--- src/hdl/pad_ring.sv ---
////////////////////////////////////////////////////////////////////////////
// pad ring: input synchronizers and enable-gated pad outputs
////////////////////////////////////////////////////////////////////////////

`timescale 1ns/1ps

module pad_ring #(
  parameter int unsigned GPIO_WIDTH = 32
) (
  input  logic                  clk_i,
  input  logic                  rst_n_i,
  input  logic [GPIO_WIDTH-1:0] gpio_i,
  input  logic                  boot_select_i,
  input  logic [GPIO_WIDTH-1:0] gpio_out_i,
  input  logic [GPIO_WIDTH-1:0] gpio_en_i,
  output logic [GPIO_WIDTH-1:0] gpio_o,
  output logic [GPIO_WIDTH-1:0] gpio_oe_o,
  output logic [GPIO_WIDTH-1:0] gpio_in_o,
  output logic                  boot_select_o
);

  // boot select rides on top of the gpio sync chain
  logic [GPIO_WIDTH:0] sync_q1;
  logic [GPIO_WIDTH:0] sync_q2;

  always_ff @(posedge clk_i or negedge rst_n_i) begin
    if (!rst_n_i) begin
      sync_q1 <= '0;
      sync_q2 <= '0;
    end else begin
      sync_q1 <= {boot_select_i, gpio_i};
      sync_q2 <= sync_q1;
    end
  end

  assign gpio_in_o     = sync_q2[GPIO_WIDTH-1:0];
  assign boot_select_o = sync_q2[GPIO_WIDTH];

  // disabled pads drive zero
  assign gpio_o    = gpio_out_i & gpio_en_i;
  assign gpio_oe_o = gpio_en_i;

endmodule

--- config.mk ---
export PLATFORM = sky130hd
export DESIGN_NAME = pad_ring
export DESIGN_NICKNAME = d
export VERILOG_FILES = /design/src/hdl/pad_ring.sv
export SDC_FILE = /design/constraint.sdc
export NUM_CORES = 1
export LEC_CHECK = 0
export ABC_CLOCK_PERIOD_IN_PS = 1350
export BUFFER_PORTS_ARGS = -buffer_cell sky130_fd_sc_hd__buf_2
export CORE_AREA = 2 2 76 78
export CTS_BUF_LIST = sky130_fd_sc_hd__clkbuf_2
export CTS_CLUSTER_SIZE = 40
export DETAILED_ROUTE_END_ITERATION = 8
export DIE_AREA = 0 0 78 80
export PLACE_DENSITY = 0.84
export SLEW_MARGIN = 5
export SYNTH_ARGS = -nofsm -noshare
export SYNTH_HDL_FRONTEND = slang
export SYNTH_SLANG_ARGS = --single-unit
export TNS_END_PERCENT = 50
--- constraint.sdc ---
create_clock -name clk_i -period 1.35 [get_ports clk_i]
set_clock_uncertainty 0.15 [all_clocks]
set_input_delay 0.0675 -clock clk_i [delete_from_list [all_inputs] [get_ports clk_i]]
set_output_delay 0.0675 -clock clk_i [all_outputs]
set_load 0.02 [all_outputs]
After elaboration in Yosys (flattened, before gate mapping)
Cells that the tools add are included.

Bits in registers: 66. Latch bits: 0. RAM bits: 0. ROM bits: 0. Bits of input ports: 99. Output and inout port bits: 97. Memories kept: 0.

Add/subtract/negate cells: 0. $mul: 0. Div/mod/pow operators: 0. Order comparisons: 0. Equality and inequality tests: 0. Shift-type cells: 0. Mux-type cells: 0. Bitwise operators: 1. Reductions and logical operators: 0.

Operators with widths (count): $and A32 B32 Y32 (1).

Depth between registers and ports, before layout
Depth in word-level cells: 1. Gate-level depth with buffers: 1. Gate-level depth less buffers: 1.

Least setup slack after synthesis
OpenSTA, ideal clock, no wires.

Path kind: register to output. From: reg sync_q2[32]. To: out boot_select_o. Arrival: 0.416 ns. Path slack: 0.716 ns. Cell stages (with the launch flop): 1. Path buffers: 0. Cell sequence: dfrtp_1.

RTL lines: start: declaration (line 24) `logic [GPIO_WIDTH:0] sync_q2;`; start signal: assignment (line 32) `sync_q2 <= sync_q1;`; end: declaration (line 19) `output logic boot_select_o`.

No word-level cell between the ends.

Worst setup path after layout
From: reg sync_q2[4]. To: out gpio_in_o[4].

RTL lines: end: declaration (line 18) `output logic [GPIO_WIDTH-1:0] gpio_in_o,`.

No word-level cell between the ends.

==> results.yml <==
logic_synthesis:
  syn_avg_cell_area_um2: 16.09
  ys_warn_count: 0
  synth_enable_flop_cells: 0
  synth_top_cell_by_area: "sky130_fd_sc_hd__dfrtp_1"
  mappedNetlistArea_um2: 2092
  share_of_the_synthesized_area_in_the_top_cell_type_pct: 78.95
  synthMostInstantiatedCell: "sky130_fd_sc_hd__dfrtp_1"
  synth.cells.most_frequent: "66 x sky130_fd_sc_hd__dfrtp_1, 32 x sky130_fd_sc_hd__and2_1, 32 x sky130_fd_sc_hd__buf_4"
  synth-main-ff-cell: "sky130_fd_sc_hd__dfrtp_1"
  synth.area.top_cells: "sky130_fd_sc_hd__dfrtp_1 79%, sky130_fd_sc_hd__buf_4 11%, sky130_fd_sc_hd__and2_1 9.6%"
  synth.distinct_cells: 3
  postSynthRegisterBits: 66
  synth.net_count: 229
  seq_area_frac_synth_pct: 78.95
  fraction_of_synthesis_flops_using_an_asynchronous_set_or_reset_pin_pct: 100.0
  postSynthCellCount: 130
cells_and_area:
  n_fill_cell: 419
  final_design_area_no_fill_um2: 3413
  num_antenna_cells: 0
  nets: 439
  ff_latch_area_um2: 1652
  synthToLayoutAreaGrowth_pct: 63.16
  final_core_utilization_pct: 63.15
  drive_above_1_share_pct: 60.87
  multi_input_logic_area_um2: 200.2
sta:
  final_min_period_over_clock_period_pct: 92.46
  period_needed_ns: 1.248
  timing.fmax_mhz: 801.1
  slew-limit-headroom_pct: 77.91
  timing_max_transition_violations_final: 0
  post-route-worst-setup-slack_ns: 0.1018
  unrepaired_setup_endpoints_after_global_routing: "true"
  final_hold_fails: 0
  report.final.setup_viol: 0
  timing_worst_slew_pin_value_ns: 0.3313
  fin_setup_tns_ns: 0
clock_tree:
  clock_tree.htree_level_count: 3
  cts-root-to-sink-buffers: 2
  clk_latency_ns: 0.45
  tritoncts: "built"
  cts_made_buffers: 9
  clkSinkCount: 66
  cts_root_buf: "sky130_fd_sc_hd__clkbuf_2"
  post_cts.repair.setup_buffers: 0
  cts.clk_slew.worst_paths_ns: 0.20
power_and_ir_drop:
  totalPowerFinal_w: 0.003863
  peakVddDrop_mv: 0.9109
  power.leakage_nw: 1.875
  powerDensity_nw_per_um2: 1132
worst_setup_path:
  required_ns: 1.13
  crit_path_max_fanout: 1
  arrival_ns: 1.03
  crit_path_cell_trace: "buf_2"
  critPathCaptureType: "output port"
  slowest_cell_on_the_critical_path: "sky130_fd_sc_hd__dfrtp_1"
  cp_num_buf_inv: 1
  critPathLaunchType: "flip-flop"
  critical-path-max-stage-delay_ns: 0.41
  crit_type: "flip-flop to output port"
  timing.critical_path.max_delay_family: "flip-flops"
route:
  drtIter0Drc: 62
  drc_errors: 0
  drt-vias-per-instance: 3.923
  avgRoutedWirePerCell_um: 12.37
  detailedRoute.firstPassIterationCount: 4
  routed_wl_um: 5157
  routed-via-count: 1636
  drt.antenna.violating_nets: 0
place:
  dpl_cell_area_um2: 2938
  dp_worst_setup_slack_ns: 0.6175
  dp_hpwl_um: 3690
  io_buffer_count: 195
  gp_congestion: 0.6770
flow_run:
  timing.max_cap.violations: 0
global_route:
  grt_max_degree: 67
  grt_antenna_before_repair: 0
  grt_overflow_total: 0
  first_pass_grt_wire_length_um: 7224
  gr-usage-all-layers_pct: 16.13
  via_count_of_the_first_global_routing_pass: 1576
die:
  die_w_um: 78
  rows: 27
  initial_core_util_pct: 38.70
  design.die.area_um2: 6240
  floorplan.io_pins: 196
  die_h_um: 80
  core-area_um2: 5405
worst_hold_path:
  hold_path.class: "input pin to flip-flop"
run_status:
  run_status: "finished, final reports clean"
## where the power goes
part | total [W] | internal [W] | switching (W) | leakage (nW)
Clock | 0.00111 | 0.000422 | 0.000688 | 0.0674
Combinational | 0.000647 | 0.000298 | 0.000349 | 1.04
Sequential | 0.00211 | 0.00208 | 0.0000293 | 0.769
## stage by stage
| step | instances | hold slack, ns |
|---|---|---|
| 2_1_floorplan | 130 | -0.3781 |
| 3_3_place_gp | 366 | -0.04891 |
| 3_5_place_dp | 366 | -0.03837 |
| 4_1_cts | 417 | 0.02402 |
| 5_1_grt | 417 | 0.008307 |
| 6_report | 417 | 0.06439 |
## routing by layer
layer / global-route usage, % / vias up / part of all wire (%)
met3: 5.882 / 3 / 9.6
met5: 0 / - / 0
li1: - / 785 / -
met1: 15.26 / 758 / 33
met4: 8.421 / 0 / 0.27
met2: 30.26 / 90 / 57
## logic make-up after synthesis
kind of cell	synth area share, %
buf+inv	11.48
flops	78.95
simple gates	9.569
## flip-flops by register name (all words and copies together) (netlist names)
name	flops
sync_q1	33
sync_q2	33
## final cells by class
cell class	instances	area share (%)
Timing Repair Buffer	231	39.81
Clock buffer	9	1.320
Tap cell	72	2.639
Sequential cell	66	48.39
Clock inverter	7	1.979
Multi-Input combinational cell	32	5.865
## placed cells by master, fill, tap and decap left out
cell	netlist	final
sky130_fd_sc_hd__clkinvlp_4	0	1
sky130_fd_sc_hd__buf_12	0	1
sky130_fd_sc_hd__clkinv_4	0	1
sky130_fd_sc_hd__dlygate4sd3_1	0	35
sky130_fd_sc_hd__bufinv_16	0	1
sky130_fd_sc_hd__buf_6	0	2
sky130_fd_sc_hd__and2_1	32	32
sky130_fd_sc_hd__clkinv_1	0	2
sky130_fd_sc_hd__inv_6	0	1
sky130_fd_sc_hd__dfrtp_1	66	66
sky130_fd_sc_hd__buf_2	0	193
sky130_fd_sc_hd__clkbuf_2	0	9
sky130_fd_sc_hd__clkinv_2	0	1
## final timing paths
kind | from | endpoint | slack [ns] | cells after the start
setup / recovery | sync_q2[4] | gpio_in_o[4] | 0.10 | 1
hold / removal | gpio_i[25] | sync_q1[25] | 0.06 | 2
setup reg to reg | sync_q1[7] | sync_q2[7] | 0.68 | 0
hold reg to reg | sync_q1[4] | sync_q2[4] | 0.21 | 0
max in group asynchronous | rst_n_i | sync_q1[17] | 0.19 | 4
min in group asynchronous | rst_n_i | sync_q1[25] | 0.56 | 4
## repair_timing
item	CTS	global route
endpoints found under the setup margin	0	3
resized for setup	0	4
endpoints found under the hold margin	99	0
hold buffers	35	0
No activity file was read; power rests on OpenSTA's default activity.
