File: src/hdl/mcu_obi_pkg.sv
////////////////////////////////////////////////////////////////////////////
// OBI bus types shared by the master port, the system bus and the slaves
////////////////////////////////////////////////////////////////////////////

package mcu_obi_pkg;

  localparam int unsigned ADDR_WIDTH = 32;
  localparam int unsigned DATA_WIDTH = 32;

  // request channel, one transfer per cycle with req high
  typedef struct packed {
    logic                    req;
    logic                    we;
    logic [DATA_WIDTH/8-1:0] be;
    logic [ADDR_WIDTH-1:0]   addr;
    logic [DATA_WIDTH-1:0]   wdata;
  } obi_req_t;

  // response channel, rvalid one cycle after req
  typedef struct packed {
    logic                  rvalid;
    logic                  err;
    logic [DATA_WIDTH-1:0] rdata;
  } obi_resp_t;

endpackage

File: src/hdl/mcu_map_pkg.sv
////////////////////////////////////////////////////////////////////////////
// MCU address map, always-on register offsets and bus target encoding
////////////////////////////////////////////////////////////////////////////

package mcu_map_pkg;

  localparam logic [mcu_obi_pkg::ADDR_WIDTH-1:0] RAM_START_ADDRESS       = 32'h0000_0000;
  localparam logic [mcu_obi_pkg::ADDR_WIDTH-1:0] AO_PERIPH_START_ADDRESS = 32'h2000_0000;
  localparam logic [mcu_obi_pkg::ADDR_WIDTH-1:0] AO_PERIPH_SIZE          = 32'h0000_1000;

  // decoded target of a bus request
  typedef enum logic [1:0] {
    SEL_RAM  = 2'd0,
    SEL_AO   = 2'd1,
    SEL_NONE = 2'd2
  } bus_sel_e;

  // always-on register offsets inside the 4 KiB window
  typedef enum logic [11:0] {
    EXIT_VALUE  = 12'h000,
    EXIT_VALID  = 12'h004,
    BOOT_SELECT = 12'h008,
    GPIO_OUT    = 12'h010,
    GPIO_EN     = 12'h014,
    GPIO_IN     = 12'h018
  } ao_reg_e;

endpackage

File: src/hdl/ao_peripheral.sv
////////////////////////////////////////////////////////////////////////////
// always-on registers for exit status, boot select and GPIO
////////////////////////////////////////////////////////////////////////////

`timescale 1ns/1ps

module ao_peripheral #(
  parameter int unsigned GPIO_WIDTH = 32
) (
  input  logic                   clk_i,
  input  logic                   rst_n_i,
  input  mcu_obi_pkg::obi_req_t  req_i,
  output mcu_obi_pkg::obi_resp_t resp_o,
  input  logic                   boot_select_i,
  input  logic [GPIO_WIDTH-1:0]  gpio_in_i,
  output logic [GPIO_WIDTH-1:0]  gpio_out_o,
  output logic [GPIO_WIDTH-1:0]  gpio_en_o,
  output logic [31:0]            exit_value_o,
  output logic                   exit_valid_o
);

  localparam int unsigned DW = mcu_obi_pkg::DATA_WIDTH;

  mcu_map_pkg::ao_reg_e  reg_off;
  logic [DW-1:0]         rdata_d;
  logic                  known;
  logic                  writable;
  logic                  wr_en;
  logic [31:0]           exit_value_q;
  logic                  exit_valid_q;
  logic [GPIO_WIDTH-1:0] gpio_out_q;
  logic [GPIO_WIDTH-1:0] gpio_en_q;
  logic                  rvalid_q;
  logic                  err_q;
  logic [DW-1:0]         rdata_q;

  assign reg_off = mcu_map_pkg::ao_reg_e'(req_i.addr[11:0]);

  always_comb begin
    rdata_d  = '0;
    known    = 1'b1;
    writable = 1'b1;
    case (reg_off)
      mcu_map_pkg::EXIT_VALUE:  rdata_d = exit_value_q;
      mcu_map_pkg::EXIT_VALID:  rdata_d = DW'(exit_valid_q);
      mcu_map_pkg::GPIO_OUT:    rdata_d = DW'(gpio_out_q);
      mcu_map_pkg::GPIO_EN:     rdata_d = DW'(gpio_en_q);
      mcu_map_pkg::BOOT_SELECT: begin
        rdata_d  = DW'(boot_select_i);
        writable = 1'b0;
      end
      mcu_map_pkg::GPIO_IN: begin
        rdata_d  = DW'(gpio_in_i);
        writable = 1'b0;
      end
      default: begin
        known    = 1'b0;
        writable = 1'b0;
      end
    endcase
  end

  // read-only and undefined offsets are never written
  assign wr_en = req_i.req && req_i.we && writable;

  always_ff @(posedge clk_i or negedge rst_n_i) begin
    if (!rst_n_i) begin
      exit_value_q <= '0;
      exit_valid_q <= 1'b0;
      gpio_out_q   <= '0;
      gpio_en_q    <= '0;
      rvalid_q     <= 1'b0;
      err_q        <= 1'b0;
    end else begin
      rvalid_q <= req_i.req;
      err_q    <= req_i.req && (!known || (req_i.we && !writable));
      if (wr_en) begin
        case (reg_off)
          mcu_map_pkg::EXIT_VALUE: exit_value_q <= req_i.wdata;
          mcu_map_pkg::EXIT_VALID: exit_valid_q <= req_i.wdata[0];
          mcu_map_pkg::GPIO_OUT:   gpio_out_q   <= req_i.wdata[GPIO_WIDTH-1:0];
          mcu_map_pkg::GPIO_EN:    gpio_en_q    <= req_i.wdata[GPIO_WIDTH-1:0];
          default: ;
        endcase
      end
    end
  end

  // write responses carry no data
  always_ff @(posedge clk_i) begin
    if (req_i.req) begin
      rdata_q <= req_i.we ? '0 : rdata_d;
    end
  end

  assign resp_o       = '{rvalid: rvalid_q, err: err_q, rdata: rdata_q};
  assign exit_value_o = exit_value_q;
  assign exit_valid_o = exit_valid_q;
  assign gpio_out_o   = gpio_out_q;
  assign gpio_en_o    = gpio_en_q;

endmodule

File: config.mk
export PLATFORM = sky130hd
export DESIGN_NAME = ao_peripheral
export DESIGN_NICKNAME = d
export VERILOG_FILES = /design/src/hdl/mcu_obi_pkg.sv /design/src/hdl/mcu_map_pkg.sv /design/src/hdl/ao_peripheral.sv
export SDC_FILE = /design/constraint.sdc
export NUM_CORES = 1
export LEC_CHECK = 0
export BUFFER_PORTS_ARGS = -buffer_cell sky130_fd_sc_hd__clkbuf_2
export CAP_MARGIN = 40
export CORE_MARGIN = 4
export CORE_UTILIZATION = 50
export DETAILED_ROUTE_END_ITERATION = 10
export HOLD_SLACK_MARGIN = 0.1
export PLACE_DENSITY = 0.81
export SLEW_MARGIN = 10
export SYNTH_ARGS = -nofsm -noshare
export SYNTH_HDL_FRONTEND = slang
export SYNTH_SLANG_ARGS = --single-unit
File: constraint.sdc
create_clock -name clk_i -period 1.5 [get_ports clk_i]
set_input_delay 0.3 -clock clk_i [delete_from_list [all_inputs] [get_ports clk_i]]
set_output_delay 0.3 -clock clk_i [all_outputs]
set_load 0.1 [all_outputs]
Yosys cells after proc, flatten, opt, wreduce, memory -nomap -nowiden
Cells that the tools add are included.
{"block": "totals", "output_inout_bits": 131, "wordCells": 29, "ff_bits": 131, "input_bits": 105}
{"block": "op_classes", "n_eq_ne": 5, "mux": 3, "reduce_logical": 14}
{"operator": "32-bit case mux with 6 select lines", "count": 1}
{"operator": "12-bit by 5-bit equality test with 1-bit output (second input constant)", "count": 3}
{"operator": "12-bit by 3-bit equality test with 1-bit output (second input constant)", "count": 1}
{"operator": "12-bit by 4-bit equality test with 1-bit output (second input constant)", "count": 1}
{"operator": "12-bit zero test", "count": 1}
{"operator": "2-bit AND reduction", "count": 4}
{"operator": "6-bit OR reduction", "count": 1}
{"operator": "1-bit logical AND", "count": 4}
{"operator": "4-bit OR reduction", "count": 1}
{"operator": "1-bit zero test", "count": 2}
{"operator": "1-bit two-way mux", "count": 2}
{"operator": "1-bit logical OR", "count": 1}

Longest topological paths before layout
{"block": "depth", "ltp_word": 7, "ltp_mapped": 6, "depth_no_buf": 3}

Least setup slack after synthesis
Ideal clock, no wire load.
{"block": "synth_timing", "path_type": "input port to flip-flop", "startpoint": "input port req_i[34] (netlist name)", "endpoint": "register exit_value_q[26], in the netlist exit_value_o[26]", "setup_ns": 0.126, "t_arrival_ns": 1.835, "slack_ns": -0.460, "stages": 5, "required_time_ns": 1.374, "n_path_buf": 2, "cell_sequence": "buf_2 > or4_1 > nor4_4 > buf_6 > mux2_2"}
{"block": "synth_between", "elab_chain_len": 5, "word_cells_on_any_way": 8, "cone_classes": "eq/ne (3); mux (1); reduce/logical (4)"}
{"item": "start, declared", "line_no": "ao_peripheral.sv:12", "rtl": "input mcu_obi_pkg::obi_req_t req_i,"}
{"item": "12-bit by 5-bit equality test with 1-bit output (tied with other cells)", "line_no": "ao_peripheral.sv:43", "rtl": "case (reg_off)"}
{"item": "4-bit OR reduction (no line)"}
{"item": "1-bit two-way mux", "line_no": "ao_peripheral.sv:43"}
{"item": "1-bit logical AND", "line_no": "ao_peripheral.sv:64", "rtl": "assign wr_en = req_i.req && req_i.we && writable;"}
{"item": "2-bit AND reduction (no line) *"}
{"item": "end signal, assigned", "line_no": "ao_peripheral.sv:79", "rtl": "mcu_map_pkg::EXIT_VALUE: exit_value_q <= req_i.wdata;"}
{"item": "end, declared", "line_no": "ao_peripheral.sv:29", "rtl": "logic [31:0] exit_value_q;"}
Mark *: on every way between the ends. The rest lies on a longest branch, timed or not.
A chain may end at the register's enable or synchronous reset.

Worst setup path in the final report
{"block": "layout_timing", "startpoint": "input port req_i[39] (netlist name)", "endpoint": "register exit_value_q[17], in the netlist exit_value_o[17]"}
The elaborated chain is that of the path after synthesis.

==> impl_metrics.toml <==
[cells_and_area]
fillers = 751
final_cells = 897
synthToLayoutAreaGrowth_pct = 47.33
design_area_sq_mm = 0.009296
finalNetCount = 821
final_util_pct = 76.44
regArea_sq_mm = 0.003625
final_layout_size_suffix_gt1_share_pct = 73.94
multiInputGateArea_sq_mm = 0.002940
n_antenna_cell = 0

[synth]
synthesis.area_sq_mm = 0.006310
ys.flop_type = "dfrtp_1"
synth_seq_area_share_pct = 54.49
yosysTopAreaCellShare_pct = 39.26
async_flop_share_pct = 75.57
yosysWarningCount = 0
synthMostInstantiatedCell = "mux2_2"
synthTopCellsByCount = "114 x mux2_2, 99 x dfrtp_1, 32 x a21oi_1, 32 x edfxtp_1"
synth_cells = 479
yosys.cell_types.count = 36
ys_seq_elements = 131
syn_area_per_cell_sq_um = 13.17
synth_area_leader_cell = "dfrtp_1"
synth_edf_count = 32
synth_area_leaders = "dfrtp_1 39%, mux2_2 20%, edfxtp_1 15%"
syn_nets = 584

[worst_setup_path]
cp.required_ps = 1790
cp.arrival_ps = 2000
ff2ff_setup_slack_ps = 130
critPathKind = "input pin to register"
crit_path_max_fanout = 12
critPathCaptureType = "register"
worstSetupStartpointType = "input pin"

[detailed_routing]
ant_nets = 0
drc = 0
vias_per_cell = 5.647
dr.pass1.iters = 5
drtIter0Drc = 366
vias = 5065
routed_wl_microns = 19710
wl_per_cell_microns = 21.98

[run_status]
violations = "setup timing"
status = "finished with violations"

[placed_design]
dpl.hpwl_microns = 12470
place_area_sq_mm = 0.008272
io_buffer_count = 211
gp_congestion = 0.8642
preCtsSetupSlack_ps = -636.7
dpl.cell_count = 847

[clock_tree]
cts_sinks = 131
clock_path_buffers = 2
h-tree-depth = 4
clk_pin_slew_ps = 50
cts-root-buf = "clkbuf_16"
cts_tree = "done"
clock_insertion_delay_worst_skew_ps = 410
cts-buffers-inserted = 17

[global_routing]
grt_max_degree = 53
grt_pass1_wl_microns = 29560
grt-ovfl-total = 0
track_usage_pct = 26.55
grt_pass1_vias = 5319
antenna_found_initial = 0

[sta]
slew_headroom_pct = 64.23
min_period_over_period_pct = 114.0
hold_viol_final = 0
holdWs_ps = 149.4
finalSetupViolations = 97
slew_violations = 0
min_period_ps = 1710
fmax_mhz = 584.7
worst_slew_pin_slew_ps = 536.6
finClkSkew_ps = 4.928
setup_slack_ps = -210.3
rsz0062_at_grt = "yes"

[min_path]
hold_class = "input pin to register"

[power_and_ir_drop]
ir_drop_v = 0.0008173
power_density_mw_per_mm2 = 897.7
p_leak_uw = 0.004134

[floorplanning]
core-area_sq_mm = 0.01216
die_w_microns = 120.3
rows = 40
ios = 236
start_util_pct = 51.88
die_h_microns = 120.3
dieArea_sq_mm = 0.01448

[flow_run]
max_cap_violations = 0
-- metal layers --
metal / track usage, % / share of wire (%)
met1: 32.53 / 40
met2: 44.08 / 50
met3: 6.969 / 6.2
met4: 12.25 / 3.2
met5: 0 / 0
-- metrics by stage --
step,setup TNS (ps),power [uW]
finish,-14650,8346
detailed placement,-70130,4732
floorplan,-40310,4370
CTS,-13130,8386
global placement,-67650,4714
global route,-16270,8603
-- flip-flops by register name (all words and copies together) (netlist names) --
register	cells
err_q	1
exit_valid_o	1
exit_value_o	32
gpio_en_o	32
gpio_out_o	32
rdata_q	32
rvalid_q	1
-- final cells by class --
type | count | area share (%)
Clock buffer | 27 | 5.303
Clock inverter | 5 | 0.2961
Multi-Input combinational cell | 309 | 31.63
Sequential cell | 131 | 38.99
Tap cell | 168 | 2.261
Timing Repair Buffer | 257 | 21.52
-- kinds of logic after synthesis --
group | synth area share (%)
flip-flops | 54.49
AO/OA/AOI/OAI | 6.702
AND/OR/NAND/NOR | 11.36
multiplexers | 23.91
buffers and inverters | 3.529
-- power by group --
| part | total, uW | switching (uW) | leakage [uW] | internal, uW |
|---|---|---|---|---|
| Clock | 3650 | 1420 | 0.000255 | 2230 |
| Sequential | 3730 | 20.2 | 0.00151 | 3710 |
| Combinational | 970 | 721 | 0.00236 | 249 |
-- worst max-delay path: stages --
cell and delay [ps]:
buf_6 90, or4_4 600, nor4_4 310, buf_4 190, buf_12 160, mux2_2 350
-- final timing paths --
path	from	endpoint	depth (start not counted)
worst max-delay path	req_i[39]	exit_value_o[17]	6
worst min-delay path	req_i[12]	gpio_en_o[12]	2
worst max register to register	exit_value_o[28]	rdata_q[28]	3
worst min register to register	gpio_en_o[12]	gpio_en_o[12]	1
max in group asynchronous	rst_n_i	exit_value_o[5]	3
min in group asynchronous	rst_n_i	exit_value_o[30]	2
-- what timing repair did --
action / in CTS / in global routing
gates resized for setup: 53 / 35
hold endpoints to repair: 24 / 0
gates cloned: 4 / 4
hold buffers: 1 / 0
buffers inserted: 5 / 5
pin swaps: 0 / 1
endpoints found under the setup margin: 119 / 138
-- placed cells by master (no fill, tap or decap), drive strengths merged --
cell	instances
nor2	1
nand2b	1
nand3	31
or4b	1
or2	1
clkinv	4
nor4	5
or3	1
dlygate4sd3	1
mux2i	3
or4bb	1
o21ai	1
o32a	1
a211oi	1
nand4	1
nand4b	1
nor3	1
a21o	30
nor2b	1
o21a	2
dfrtp	99
mux2	128
buf	158
clkbuf	125
nand2	31
or3b	30
a21oi	32
or4	2
clkinvlp	1
and3b	2
edfxtp	32
Power figures use the tool's default switching activity.
