$ cat src/hdl/mcu_obi_pkg.sv
////////////////////////////////////////////////////////////////////////////
// OBI bus types shared by the master port, the system bus and the slaves
////////////////////////////////////////////////////////////////////////////

package mcu_obi_pkg;

  localparam int unsigned ADDR_WIDTH = 32;
  localparam int unsigned DATA_WIDTH = 32;

  // request channel, one transfer per cycle with req high
  typedef struct packed {
    logic                    req;
    logic                    we;
    logic [DATA_WIDTH/8-1:0] be;
    logic [ADDR_WIDTH-1:0]   addr;
    logic [DATA_WIDTH-1:0]   wdata;
  } obi_req_t;

  // response channel, rvalid one cycle after req
  typedef struct packed {
    logic                  rvalid;
    logic                  err;
    logic [DATA_WIDTH-1:0] rdata;
  } obi_resp_t;

endpackage

$ cat src/hdl/mcu_map_pkg.sv
////////////////////////////////////////////////////////////////////////////
// MCU address map, always-on register offsets and bus target encoding
////////////////////////////////////////////////////////////////////////////

package mcu_map_pkg;

  localparam logic [mcu_obi_pkg::ADDR_WIDTH-1:0] RAM_START_ADDRESS       = 32'h0000_0000;
  localparam logic [mcu_obi_pkg::ADDR_WIDTH-1:0] AO_PERIPH_START_ADDRESS = 32'h2000_0000;
  localparam logic [mcu_obi_pkg::ADDR_WIDTH-1:0] AO_PERIPH_SIZE          = 32'h0000_1000;

  // decoded target of a bus request
  typedef enum logic [1:0] {
    SEL_RAM  = 2'd0,
    SEL_AO   = 2'd1,
    SEL_NONE = 2'd2
  } bus_sel_e;

  // always-on register offsets inside the 4 KiB window
  typedef enum logic [11:0] {
    EXIT_VALUE  = 12'h000,
    EXIT_VALID  = 12'h004,
    BOOT_SELECT = 12'h008,
    GPIO_OUT    = 12'h010,
    GPIO_EN     = 12'h014,
    GPIO_IN     = 12'h018
  } ao_reg_e;

endpackage

$ cat src/hdl/system_bus.sv
////////////////////////////////////////////////////////////////////////////
// system bus: decodes master requests to RAM banks, always-on registers
// or an error slave, and returns the matching response a cycle later
////////////////////////////////////////////////////////////////////////////

`timescale 1ns/1ps

module system_bus #(
  parameter int unsigned NUM_BANKS  = 2,
  parameter int unsigned BANK_WORDS = 256
) (
  input  logic                                    clk_i,
  input  logic                                    rst_n_i,
  input  mcu_obi_pkg::obi_req_t                   master_req_i,
  output mcu_obi_pkg::obi_resp_t                  master_resp_o,
  output mcu_obi_pkg::obi_req_t  [NUM_BANKS-1:0]  ram_req_o,
  input  mcu_obi_pkg::obi_resp_t [NUM_BANKS-1:0]  ram_resp_i,
  output mcu_obi_pkg::obi_req_t                   ao_req_o,
  input  mcu_obi_pkg::obi_resp_t                  ao_resp_i
);

  localparam int unsigned AW         = mcu_obi_pkg::ADDR_WIDTH;
  localparam int unsigned BANK_SHIFT = $clog2(NUM_BANKS);
  localparam int unsigned BANK_BITS  = (NUM_BANKS > 1) ? BANK_SHIFT : 1;
  localparam logic [AW-1:0] RAM_SIZE = NUM_BANKS * BANK_WORDS * 4;

  logic [AW-1:0]         ram_offset;
  logic [AW-1:0]         ao_offset;
  logic [AW-3:0]         word_idx;
  logic [BANK_BITS-1:0]  bank;
  logic [BANK_BITS-1:0]  bank_q;
  mcu_map_pkg::bus_sel_e sel;
  mcu_map_pkg::bus_sel_e sel_q;
  logic                  none_q;

  // offsets wrap below the base, so one compare covers each window
  assign ram_offset = master_req_i.addr - mcu_map_pkg::RAM_START_ADDRESS;
  assign ao_offset  = master_req_i.addr - mcu_map_pkg::AO_PERIPH_START_ADDRESS;
  assign word_idx   = ram_offset[AW-1:2];

  // word interleaving
  assign bank = (NUM_BANKS > 1) ? word_idx[BANK_BITS-1:0] : '0;

  always_comb begin
    if (ram_offset < RAM_SIZE) begin
      sel = mcu_map_pkg::SEL_RAM;
    end else if (ao_offset < mcu_map_pkg::AO_PERIPH_SIZE) begin
      sel = mcu_map_pkg::SEL_AO;
    end else begin
      sel = mcu_map_pkg::SEL_NONE;
    end
  end

  always_comb begin
    for (int b = 0; b < NUM_BANKS; b++) begin
      ram_req_o[b]      = master_req_i;
      ram_req_o[b].req  = master_req_i.req && (sel == mcu_map_pkg::SEL_RAM) &&
                          (bank == BANK_BITS'(b));
      ram_req_o[b].addr = {2'b00, word_idx >> BANK_SHIFT};
    end
    ao_req_o      = master_req_i;
    ao_req_o.req  = master_req_i.req && (sel == mcu_map_pkg::SEL_AO);
    ao_req_o.addr = ao_offset;
  end

  // remember where the response will come from
  always_ff @(posedge clk_i or negedge rst_n_i) begin
    if (!rst_n_i) begin
      sel_q  <= mcu_map_pkg::SEL_NONE;
      bank_q <= '0;
      none_q <= 1'b0;
    end else begin
      none_q <= master_req_i.req && (sel == mcu_map_pkg::SEL_NONE);
      if (master_req_i.req) begin
        sel_q  <= sel;
        bank_q <= bank;
      end
    end
  end

  always_comb begin
    master_resp_o = '0;
    case (sel_q)
      mcu_map_pkg::SEL_RAM: master_resp_o = ram_resp_i[bank_q];
      mcu_map_pkg::SEL_AO:  master_resp_o = ao_resp_i;
      default: begin
        // unmapped access answers with an error
        master_resp_o.rvalid = none_q;
        master_resp_o.err    = none_q;
      end
    endcase
  end

endmodule

$ cat config.mk
export PLATFORM = sky130hd
export DESIGN_NAME = system_bus
export DESIGN_NICKNAME = d
export VERILOG_FILES = /design/src/hdl/mcu_obi_pkg.sv /design/src/hdl/mcu_map_pkg.sv /design/src/hdl/system_bus.sv
export SDC_FILE = /design/constraint.sdc
export NUM_CORES = 1
export LEC_CHECK = 0
export ABC_AREA = 0
export BUFFER_PORTS_ARGS = -buffer_cell sky130_fd_sc_hd__buf_2
export CORE_AREA = 2 2 161 163
export DETAILED_ROUTE_END_ITERATION = 7
export DIE_AREA = 0 0 163 165
export SYNTH_ARGS = -nofsm -noshare
export SYNTH_HDL_FRONTEND = slang
export SYNTH_SLANG_ARGS = --single-unit
$ cat constraint.sdc
create_clock -name clk_i -period 4.3 [get_ports clk_i]
set_input_delay 0.43 -clock clk_i [delete_from_list [all_inputs] [get_ports clk_i]]
set_output_delay 0.43 -clock clk_i [all_outputs]
set_load 0.005 [all_outputs]
Yosys cells after proc, flatten, opt, wreduce, memory -nomap -nowiden. Cells that the tools add are included.

Bitwise gates (word level): 1. Reduce and logical (&&, ||, !) cells: 7. Shifts and indexed selects: 0. $mul: 0. Order comparisons: 3. Equal/unequal tests: 3. Muxes and demuxes: 6. Divide/modulo/power cells: 0. $add $sub $neg: 1.

Operators by type and width (number): 34-bit two-way mux (2); 32-bit one-hot mux with 2 select lines (1); 32-bit by 12-bit less-than comparator with 1-bit output (second input constant) (1); 32-bit by 13-bit less-than comparator with 1-bit output (second input constant) (1); 32-bit by 30-bit subtractor with 32-bit output (second input constant) (1); 1-bit logical AND (5); 2-bit by 1-bit equality test with 1-bit output (second input constant) (2); 2-bit zero test (2); 2-bit two-way mux (2); 2-bit one-hot mux with 2 select lines (1); 2-bit equality test (second input constant) (1); 1-bit by 2-bit less-than comparator with 1-bit output (second input constant) (1); 1-bit inverter (1).

Logic and storage cells: 24. Bits in writable memories: 0. Register bits: 4. Memory bits (read-only): 0. Memories kept: 0. Latch bits: 0. Input port bits: 174.

Logic depth before layout (Yosys ltp). Gate-level depths: netlist of the first run.

Depth in word-level cells: 7. Mapped depth: 5. Mapped depth without buffers: 5.

Worst setup path before layout of the first run. No wires, ideal clock.

Path kind: input port to output port. Start: input master_req_i[57] (netlist bit). End: output ram_req_o[139] (netlist bit). Required time: 3870 ps. Stages on the path: 3. Path slack: 2167 ps. Arrival time: 1703 ps. Path buffers: 0. Cell sequence: or4_4 > or4_4 > nor4_1.

RTL lines: from (decl) (RTL line system_bus.sv:14) `input mcu_obi_pkg::obi_req_t master_req_i,`; to (decl) (RTL line system_bus.sv:16) `output mcu_obi_pkg::obi_req_t [NUM_BANKS-1:0] ram_req_o,`.

==> results of run 1 <==
registers in the layout, summed over array words and instances, names as in the netlist:
| register | cells |
|---|---|
| bank_q | 1 |
| none_q | 1 |
| sel_q | 2 |
final cells by class:
| cell class | count | area [µm²] |
|---|---|---|
| repair buffers | 229 | 1150 |
| inverters | 5 | 18.8 |
| clock buffers | 4 | 78.8 |
| multi-input cells | 133 | 1040 |
| fillers | 2921 | 22200 |
| diodes | 1 | 2.50 |
| flip-flops and latches | 4 | 104 |
| well taps | 330 | 413 |
per-layer routing:
| layer | routed length, µm | vias to the layer above |
|---|---|---|
| met1 | 2810 | 875 |
| met2 | 3970 | 214 |
| met5 | 0 | - |
| li1 | - | 988 |
| met3 | 1250 | 30 |
| met4 | 340 | 0 |
cell usage after synthesis (2+ instances only):
| cell type | n |
|---|---|
| clkbuf_1 | 6 |
| nand2_1 | 3 |
| or4_4 | 2 |
| o31ai_1 | 2 |
| inv_1 | 5 |
| nor2_1 | 34 |
| mux2i_1 | 34 |
| buf_4 | 204 |
| o21ai_0 | 3 |
| nor4_1 | 5 |
| mux2_2 | 34 |
| buf_1 | 2 |
| or4_1 | 2 |
| dfrtp_1 | 3 |
| buf_2 | 4 |
where the power goes:
part / switching (W) / leakage (nW) / internal (W)
sequential: 0.0000139 / 0.0455 / 0.0000391
combinational: 0.0000635 / 1.29 / 0.000107
clock: 0.0000282 / 0.0382 / 0.000123
total: 0.000106 / 1.37 / 0.000269
through the flow:
| step | cell area (µm²) | std cells | utilization [%] | total power [W] |
|---|---|---|---|---|
| 4_1_cts | 2810 | 705 | 11.2 | 0.000381 |
| 6_report | 2810 | 706 | 11.2 | 0.000374 |
| 5_1_grt | 2810 | 705 | 11.2 | 0.000398 |
| 3_5_place_dp | 2720 | 700 | 10.9 | 0.000226 |
| 2_1_floorplan | 2740 | 358 | - | 0.000265 |
| 3_3_place_gp | 2720 | 700 | 10.9 | 0.000221 |
worst max-delay path, cell delays in order (launching register included):
cell	delay, ps
dfrtp_2	970
mux2_2	410
mux2i_1	130
nor2_1	90
buf_2	180
worst paths after layout:
kind / slack [ps] / cells past startpoint / start / to
setup / recovery: 1840 / 4 / bank_q$_DFFE_PN0P_ / master_resp_o[2]
hold / removal: 460 / 2 / master_req_i[69] / sel_q[1]$_DFFE_PN1P_
setup reg to reg: 2860 / 2 / sel_q[1]$_DFFE_PN1P_ / sel_q[1]$_DFFE_PN1P_
hold reg to reg: 770 / 2 / sel_q[0]$_DFFE_PN0P_ / sel_q[0]$_DFFE_PN0P_
max in group asynchronous: 3520 / 2 / rst_n_i / sel_q[1]$_DFFE_PN1P_
min in group asynchronous: 580 / 2 / rst_n_i / bank_q$_DFFE_PN0P_
logic make-up after synthesis:
| group | synth area share, % |
|---|---|
| xor gates and xnor gates | 0.321 |
| DFF | 3.72 |
| and+or+nand+nor | 8.45 |
| other | 0.138 |
| adders and majority gates | 0.459 |
| AOI/OAI and AO/OA | 1.65 |
| muxes | 26.5 |
| buffers and inverters | 58.7 |
==> run_results.csv, run 1 <==
group,metric,value,unit
routing,ant_nets,0,
logic_synthesis,ys.flop_type,"dfrtp_1",
cts,root_buffer,"clkbuf_16",
logic_synthesis,synth_area_leaders,"buf_4 56%, mux2_2 14%, mux2i_1 12%",
worst_setup_path,worstPathRequired,3870,ps
logic_synthesis,syn_area,2730,µm²
cts,post_cts_buffers,0,
global_routing,grt_util_all_layers,5.35,%
floorplan,io_pins,418,
placed_design,hpwl,6990,µm
cts,clk_pin_slew,30,ps
power_and_ir_drop,p_leak,1.37,nW
floorplan,die_w,163,µm
job,drv_cap,0,
cts,tritoncts,"yes",
worst_setup_path,critPathMaxFanout,35,
power_and_ir_drop,power.density,133,nW/µm²
placed_design,post-place-ws,1910,ps
cts,clk_latency,230,ps
cts,clk_path_buf_depth,2,
floorplan,die_y,165,µm
sta,fin_ws,1840,ps
worst_setup_path,worstSetupPathType,"flip-flop to output port",
routing,routed_wl,8370,µm
placed_design,gp_congestion,0.700,
global_routing,globalRouteMet1Util,4.91,%
logic_synthesis,yosysTopAreaCellShare,56.2,%
logic_synthesis,synth_cells,353,
logic_synthesis,syn_area_per_cell,7.72,µm²
worst_hold_path,hold_class,"primary input to flip-flop",
sta,period_needed,2460,ps
placed_design,port-buffer-count,227,
sta,hold_ws,457,ps
sta,fin_skew,0,ps
routing,dr_total_vias,2107,
sta,finalHoldViolations,0,
floorplan,start_util,10.9,%
routing,first_pass_iters,5,
sta,setup_tns,0,ps
cts,numCtsBuffers,3,
cells_and_area,drive_gt1_share,72.0,%
worst_setup_path,worstPathArrival,2030,ps
routing,wl_per_cell,11.9,µm
global_routing,gr-usage-met2,9.48,%
sta,setup_viol,0,
routing,drt-initial-drc-count,35,
cells_and_area,final_nets,551,
logic_synthesis,synth.yosys.seq_area_share,3.72,%
floorplan,die_area,26900,µm²
logic_synthesis,ys_warn_count,0,
sta,slew_headroom,36.9,%
global_routing,grt_max_degree,37,
sta,post-route-period-util,57.3,%
cts,cts_resized,0,
floorplan,core,25000,µm²
cts,hold_buffers,1,
status,run_status,"finished clean",
logic_synthesis,synth_top_area_cell,"buf_4",
logic_synthesis,async_reset_ff_share,100,%
routing,viasPerCell,2.98,
worst_setup_path,end_kind,"output port",
logic_synthesis,synth-edff-count,0,
worst_setup_path,start_kind,"flip-flop",
cells_and_area,area_delta_synth_final,3.21,%
logic_synthesis,ys_types,25,
sta,tightest_slew,946,ps
cells_and_area,final_cell_mix,"227 x buf_2, 34 x mux2_2, 34 x mux2i_1, 34 x nor2_1, 6 x conb_1",
global_routing,grt_first_pass_wirelength,10600,µm
cts,clock_sinks,4,
global_routing,use_met3,3.01,%
logic_synthesis,synth-seq-cells,4,
sta,fmax,406,MHz
global_routing,grt-ovfl-total,0,
global_routing,grt_most_used_layer,"met2",
power_and_ir_drop,vdd_drop_max,0.162,mV
cells_and_area,final_common_cell,"buf_2",
global_routing,antenna_found_initial,1,
sta,finalMaxSlewViolations,0,
global_routing,grt_pass1_vias,1883,
sta,rsz0062_at_grt,"no",
cts,htree_levels,1,
floorplan,rows,58,
routing,drcViolationCount,0,
Power figures use the tool's default switching activity.
==> inputs of run 2 (changes only) <==
==> constraint.sdc (replaced) <==
create_clock -name clk_i -period 2.5 [get_ports clk_i]
set_input_delay 0.25 -clock clk_i [delete_from_list [all_inputs] [get_ports clk_i]]
set_output_delay 0.25 -clock clk_i [all_outputs]
set_load 0.005 [all_outputs]
==> run 2 against run 1 <==
Combinational power grew 84%; worst hold slack got worse by 170 ps; first-iteration DRC count grew 29%; register-to-register slack lost 1600 ps; die area stayed put; final area is 1.4% higher; sequential share of layout area is 0.052 points lower; setup slack lost 1400 ps; critical endpoint is now master_resp_o[22].
==> run_results.csv, run 2 (synthesized netlist as in run 1, its figures left out) <==
group,metric,value,unit
global_routing,grt_max_degree,27,
cells_and_area,final_nets,553,
sta,setup_tns,0,ps
placed_design,placed_area,2760,µm²
routing,first_pass_iters,4,
worst_hold_path,hold_class,"primary input to flip-flop",
cells_and_area,design_area,2850,µm²
worst_setup_path,end_kind,"output port",
routing,met3WireLength,1330,µm
cells_and_area,final_common_cell,"buf_2",
routing,viasPerCell,3.04,
placed_design,gp_congestion,0.718,
sta,rsz0062_at_grt,"no",
worst_setup_path,worstPathArrival,1850,ps
routing,met2_length,3860,µm
routing,wirelength_met1,2850,µm
cts,clock_sinks,4,
floorplan,die_area,26900,µm²
worst_setup_path,start_kind,"flip-flop",
sta,slew_headroom,60.0,%
floorplan,rows,58,
sta,tightest_slew,601,ps
sta,setup_viol,0,
worst_setup_path,critPathMaxFanout,24,
cts,tritoncts,"yes",
routing,drt-initial-drc-count,45,
routing,drcViolationCount,0,
cells_and_area,largest_reg_flops,2,
routing,top_layer,"met5",
worst_setup_path,worstPathRequired,2250,ps
sta,post-route-period-util,84.0,%
sta,hold_ws,283,ps
floorplan,io_pins,418,
worst_setup_path,r2r_setup_slack,1220,ps
floorplan,core,25000,µm²
power_and_ir_drop,vdd_drop_max,0.213,mV
floorplan,die_w,163,µm
job,drv_cap,0,
power_and_ir_drop,power.density,227,nW/µm²
power_and_ir_drop,p_leak,1.39,nW
floorplan,die_y,165,µm
cells_and_area,top_register,"sel_q",
worst_setup_path,path_depth,5,
global_routing,grt_util_all_layers,5.13,%
worst_setup_path,worstSetupPathType,"flip-flop to output port",
global_routing,antenna_found_initial,2,
routing,wl_per_cell,11.8,µm
cells_and_area,drive_gt1_share,72.1,%
cts,clk_path_buf_depth,2,
sta,finalMaxSlewViolations,0,
global_routing,grt_pass1_vias,1816,
placed_design,hpwl,7250,µm
routing,dr_total_vias,2155,
cells_and_area,final_cell_mix,"227 x buf_2, 34 x mux2_2, 34 x mux2i_1, 34 x nor2_1, 6 x conb_1",
cells_and_area,final_util,11.4,%
sta,finalHoldViolations,0,
worst_setup_path,crit_family,"flip-flops",
cts,root_buffer,"clkbuf_16",
routing,ant_nets,0,
cts,clk_pin_slew,30,ps
cells_and_area,area_delta_synth_final,4.68,%
global_routing,grt-ovfl-total,0,
worst_setup_path,critPathBufInv,2,
sta,period_needed,2100,ps
worst_setup_path,cp_cell_sequence,"buf_12 -> mux2_2 -> mux2i_1 -> nor2_1 -> buf_2",
worst_setup_path,slowest_stage,"dfrtp_2",
status,run_status,"finished clean",
worst_hold_path,worstHoldStart,"master_req_i[69]",
cells_and_area,reg_top3,"sel_q: 2 flops, bank_q: 1 flops, none_q: 1 flops",
sta,fin_skew,0,ps
floorplan,start_util,10.9,%
worst_setup_path,r2r-end,"sel_q[1]$_DFFE_PN1P_",
worst_setup_path,worst_r2r_path_depth,2,
placed_design,port-buffer-count,227,
cts,htree_levels,1,
worst_hold_path,worstHoldEndpoint,"sel_q[1]$_DFFE_PN1P_",
sta,fmax,476,MHz
worst_hold_path,timing.hold.worst_path_depth,2,
cts,numCtsBuffers,3,
worst_setup_path,cpPeakStageDelay,630,ps
global_routing,grt_first_pass_wirelength,10200,µm
worst_setup_path,r2r_start,"sel_q[1]$_DFFE_PN1P_",
routing,routed_wl,8390,µm
cts,clk_latency,220,ps
[run 2: cell types whose count changed in the layout (fill, tap and decap cells not counted), sizes merged]
cell	previous run	this run
buf	228	230
[run 2: area by class of cell]
cell class                 count  area [µm²]
fill                        2918       22200
clock buffer                   4        78.8
tap                          330         413
timing repair buffer         231        1190
inverter                       5        18.8
sequential                     4         104
antenna                        1        2.50
multi-input combinational    133        1040
[run 2: metal layers]
layer	vias up	global-route usage [%]
li1	992	-
met3	39	3.04
met1	913	4.72
met4	2	2.53
met5	-	0
met2	209	9.01
[run 2: repair_timing]
item,in CTS,in global routing
endpoints found under the setup margin,0,0
resized for setup,0,0
hold endpoints to repair,3,0
hold buffers,1,0
buffers inserted,0,0
[run 2: metrics by stage]
stage	power [W]	worst slack [ps]	cells
after global routing	0.000689	308	707
after CTS	0.000659	363	707
final	0.000648	401	708
after floorplan	0.000456	727	358
after global placement	0.000387	491	702
after detailed placement	0.000395	456	702
[run 2: worst reg2reg max path: stages, from the launching register on]
cell,delay (ps)
dfstp_2,900
nor2_1,100
a41oi_1,190
[run 2: where the power goes]
group | internal, W | total (W) | switching, W
Sequential | 0.0000677 | 0.0000791 | 0.0000114
Combinational | 0.000188 | 0.000313 | 0.000125
Clock | 0.000211 | 0.000256 | 0.0000453
Total | 0.000467 | 0.000648 | 0.000182
[run 2: worst max-delay path by stage]
stage,to,start,slack (ps)
detailed placement,ram_req_o[139],master_req_i[57],460
floorplan,ram_req_o[139],master_req_i[57],730
global placement,ram_req_o[139],master_req_i[57],490
CTS,master_resp_o[2],bank_q$_DFFE_PN0P_,360
global route,master_resp_o[31],bank_q$_DFFE_PN0P_,310
finish,master_resp_o[22],bank_q$_DFFE_PN0P_,400
==> inputs of run 3 (changes only) <==
==> constraint.sdc (replaced) <==
create_clock -name clk_i -period 2.14 [get_ports clk_i]
set_input_delay 0.214 -clock clk_i [delete_from_list [all_inputs] [get_ports clk_i]]
set_output_delay 0.214 -clock clk_i [all_outputs]
set_load 0.005 [all_outputs]
==> run 3 against run 2 <==
Register-to-register slack about the same; first-iteration DRC count down 40%; wire length down 0.36%; combinational power up 21%; power up 17%; critical path depth unchanged; clock-buffer cell count unchanged; critical path type is now primary input to output port; highest routed layer is now met4.
==> run_results.csv, run 3 (synthesized netlist as in run 1, its figures left out) <==
group,metric,value,unit
cts,root_buffer,"clkbuf_16",
floorplan,io_pins,418,
job,drv_cap,0,
worst_hold_path,hold_class,"primary input to flip-flop",
placed_design,hpwl,7090,µm
floorplan,core,25000,µm²
cells_and_area,final_common_cell,"buf_2",
worst_setup_path,start_kind,"primary input",
routing,ant_nets,0,
cells_and_area,instances_no_fill,709,
sta,fin_skew,0,ps
sta,setup_viol,0,
cells_and_area,multi_input_area,1040,µm²
global_routing,grt_max_degree,36,
global_routing,grt_pass1_vias,1827,
status,run_status,"finished clean",
global_routing,antenna_found_initial,1,
worst_setup_path,worstPathArrival,1740,ps
floorplan,rows,58,
global_routing,grt_first_pass_wirelength,10400,µm
routing,drcViolationCount,0,
floorplan,die_y,165,µm
routing,drt-initial-drc-count,27,
sta,fmax,511,MHz
routing,viasPerCell,3.02,
cts,clock_sinks,4,
cts,cts_resized,0,
routing,dr_total_vias,2139,
cells_and_area,largest_reg_flops,2,
worst_setup_path,crit_path_start,"master_req_i[57]",
power_and_ir_drop,p_leak,1.40,nW
worst_hold_path,worstHoldStart,"master_req_i[34]",
cells_and_area,final_cell_mix,"227 x buf_2, 34 x mux2_2, 34 x mux2i_1, 34 x nor2_1, 6 x conb_1",
placed_design,gp_congestion,0.705,
power_and_ir_drop,vdd_drop_max,0.261,mV
sta,hold_ws,244,ps
worst_setup_path,critPathMaxFanout,4,
global_routing,grt_util_all_layers,5.22,%
sta,rsz0062_at_grt,"no",
cells_and_area,top_register,"sel_q",
sta,setup_tns,0,ps
cells_and_area,area_delta_synth_final,4.96,%
sta,finalHoldViolations,0,
worst_setup_path,end_kind,"output port",
floorplan,start_util,10.9,%
cts,clk_pin_slew,30,ps
cts,tritoncts,"yes",
sta,post-route-period-util,91.5,%
worst_setup_path,r2r_start,"sel_q[1]$_DFFE_PN1P_",
sta,period_needed,1960,ps
placed_design,dpl.cell_count,703,
cells_and_area,reg_top3,"sel_q: 2 flops, bank_q: 1 flops, none_q: 1 flops",
worst_setup_path,worstSetupPathType,"primary input to output port",
cts,numCtsBuffers,3,
floorplan,die_w,163,µm
routing,first_pass_iters,3,
global_routing,grt-ovfl-total,0,
floorplan,die_area,26900,µm²
worst_setup_path,worstPathRequired,1930,ps
cts,htree_levels,1,
cells_and_area,fillCellCount,2902,
cts,clk_latency,220,ps
cells_and_area,ff_latch_area,104,µm²
cells_and_area,drive_gt1_share,72.2,%
routing,routed_wl,8360,µm
power_and_ir_drop,power.density,265,nW/µm²
cells_and_area,final_nets,554,
routing,wl_per_cell,11.8,µm
placed_design,port-buffer-count,227,
sta,finalMaxSlewViolations,0,
cts,clk_path_buf_depth,2,
==> run 3: final timing paths <==
kind / slack, ps / cells after the start / endpoint
max in group asynchronous: 1570 / 2 / sel_q[1]$_DFFE_PN1P_
setup reg to reg: 1230 / 2 / sel_q[1]$_DFFE_PN1P_
hold / removal: 240 / 3 / bank_q$_DFFE_PN0P_
hold reg to reg: 560 / 2 / sel_q[1]$_DFFE_PN1P_
min in group asynchronous: 360 / 2 / bank_q$_DFFE_PN0P_
setup / recovery: 180 / 5 / ram_req_o[69]
==> run 3: critical path, stage by stage <==
cell and delay (ps):
buf_2 120, or4_4 530, or4_4 460, nor4_1 270
buf_2 160
==> run 3: metrics by stage <==
| stage | worst slack, ps | cell area [µm²] | utilization [%] | total power [W] |
|---|---|---|---|---|
| after global routing | 11.9 | 2860 | 11.4 | 0.000806 |
| after floorplan | 439 | 2740 | - | 0.000533 |
| final | 182 | 2860 | 11.4 | 0.000758 |
| after global placement | 199 | 2770 | 11.1 | 0.000454 |
| after CTS | 157 | 2860 | 11.4 | 0.000769 |
| after detailed placement | 156 | 2770 | 11.1 | 0.000464 |
==> run 3: layer usage <==
layer	GRT usage (%)	vias up	share of wire, %
li1	-	994	-
met1	4.64	902	33
met2	9.46	208	48
met3	3.01	35	15
met4	2.53	0	3.9
met5	0	-	0
==> run 3: cell type report <==
cell class,instances,area share (%)
diodes,1,0.0875
clock buffers,4,2.76
well taps,330,14.4
multi-input cells,133,36.4
flip-flops and latches,4,3.63
inverters,5,0.656
repair buffers,232,42.0
==> run 3: timing repair <==
item / CTS / global route
endpoints found under the hold margin: 4 / 0
setup buffers: 0 / 0
hold buffers: 1 / 0
==> run 3: power by group <==
part | total (W) | internal, W | switching, W | leakage [nW]
combinational | 0.000378 | 0.000220 | 0.000157 | 1.32
clock | 0.000299 | 0.000246 | 0.0000531 | 0.0382
sequential | 0.0000809 | 0.0000792 | 0.00000165 | 0.0455
total | 0.000758 | 0.000546 | 0.000212 | 1.40
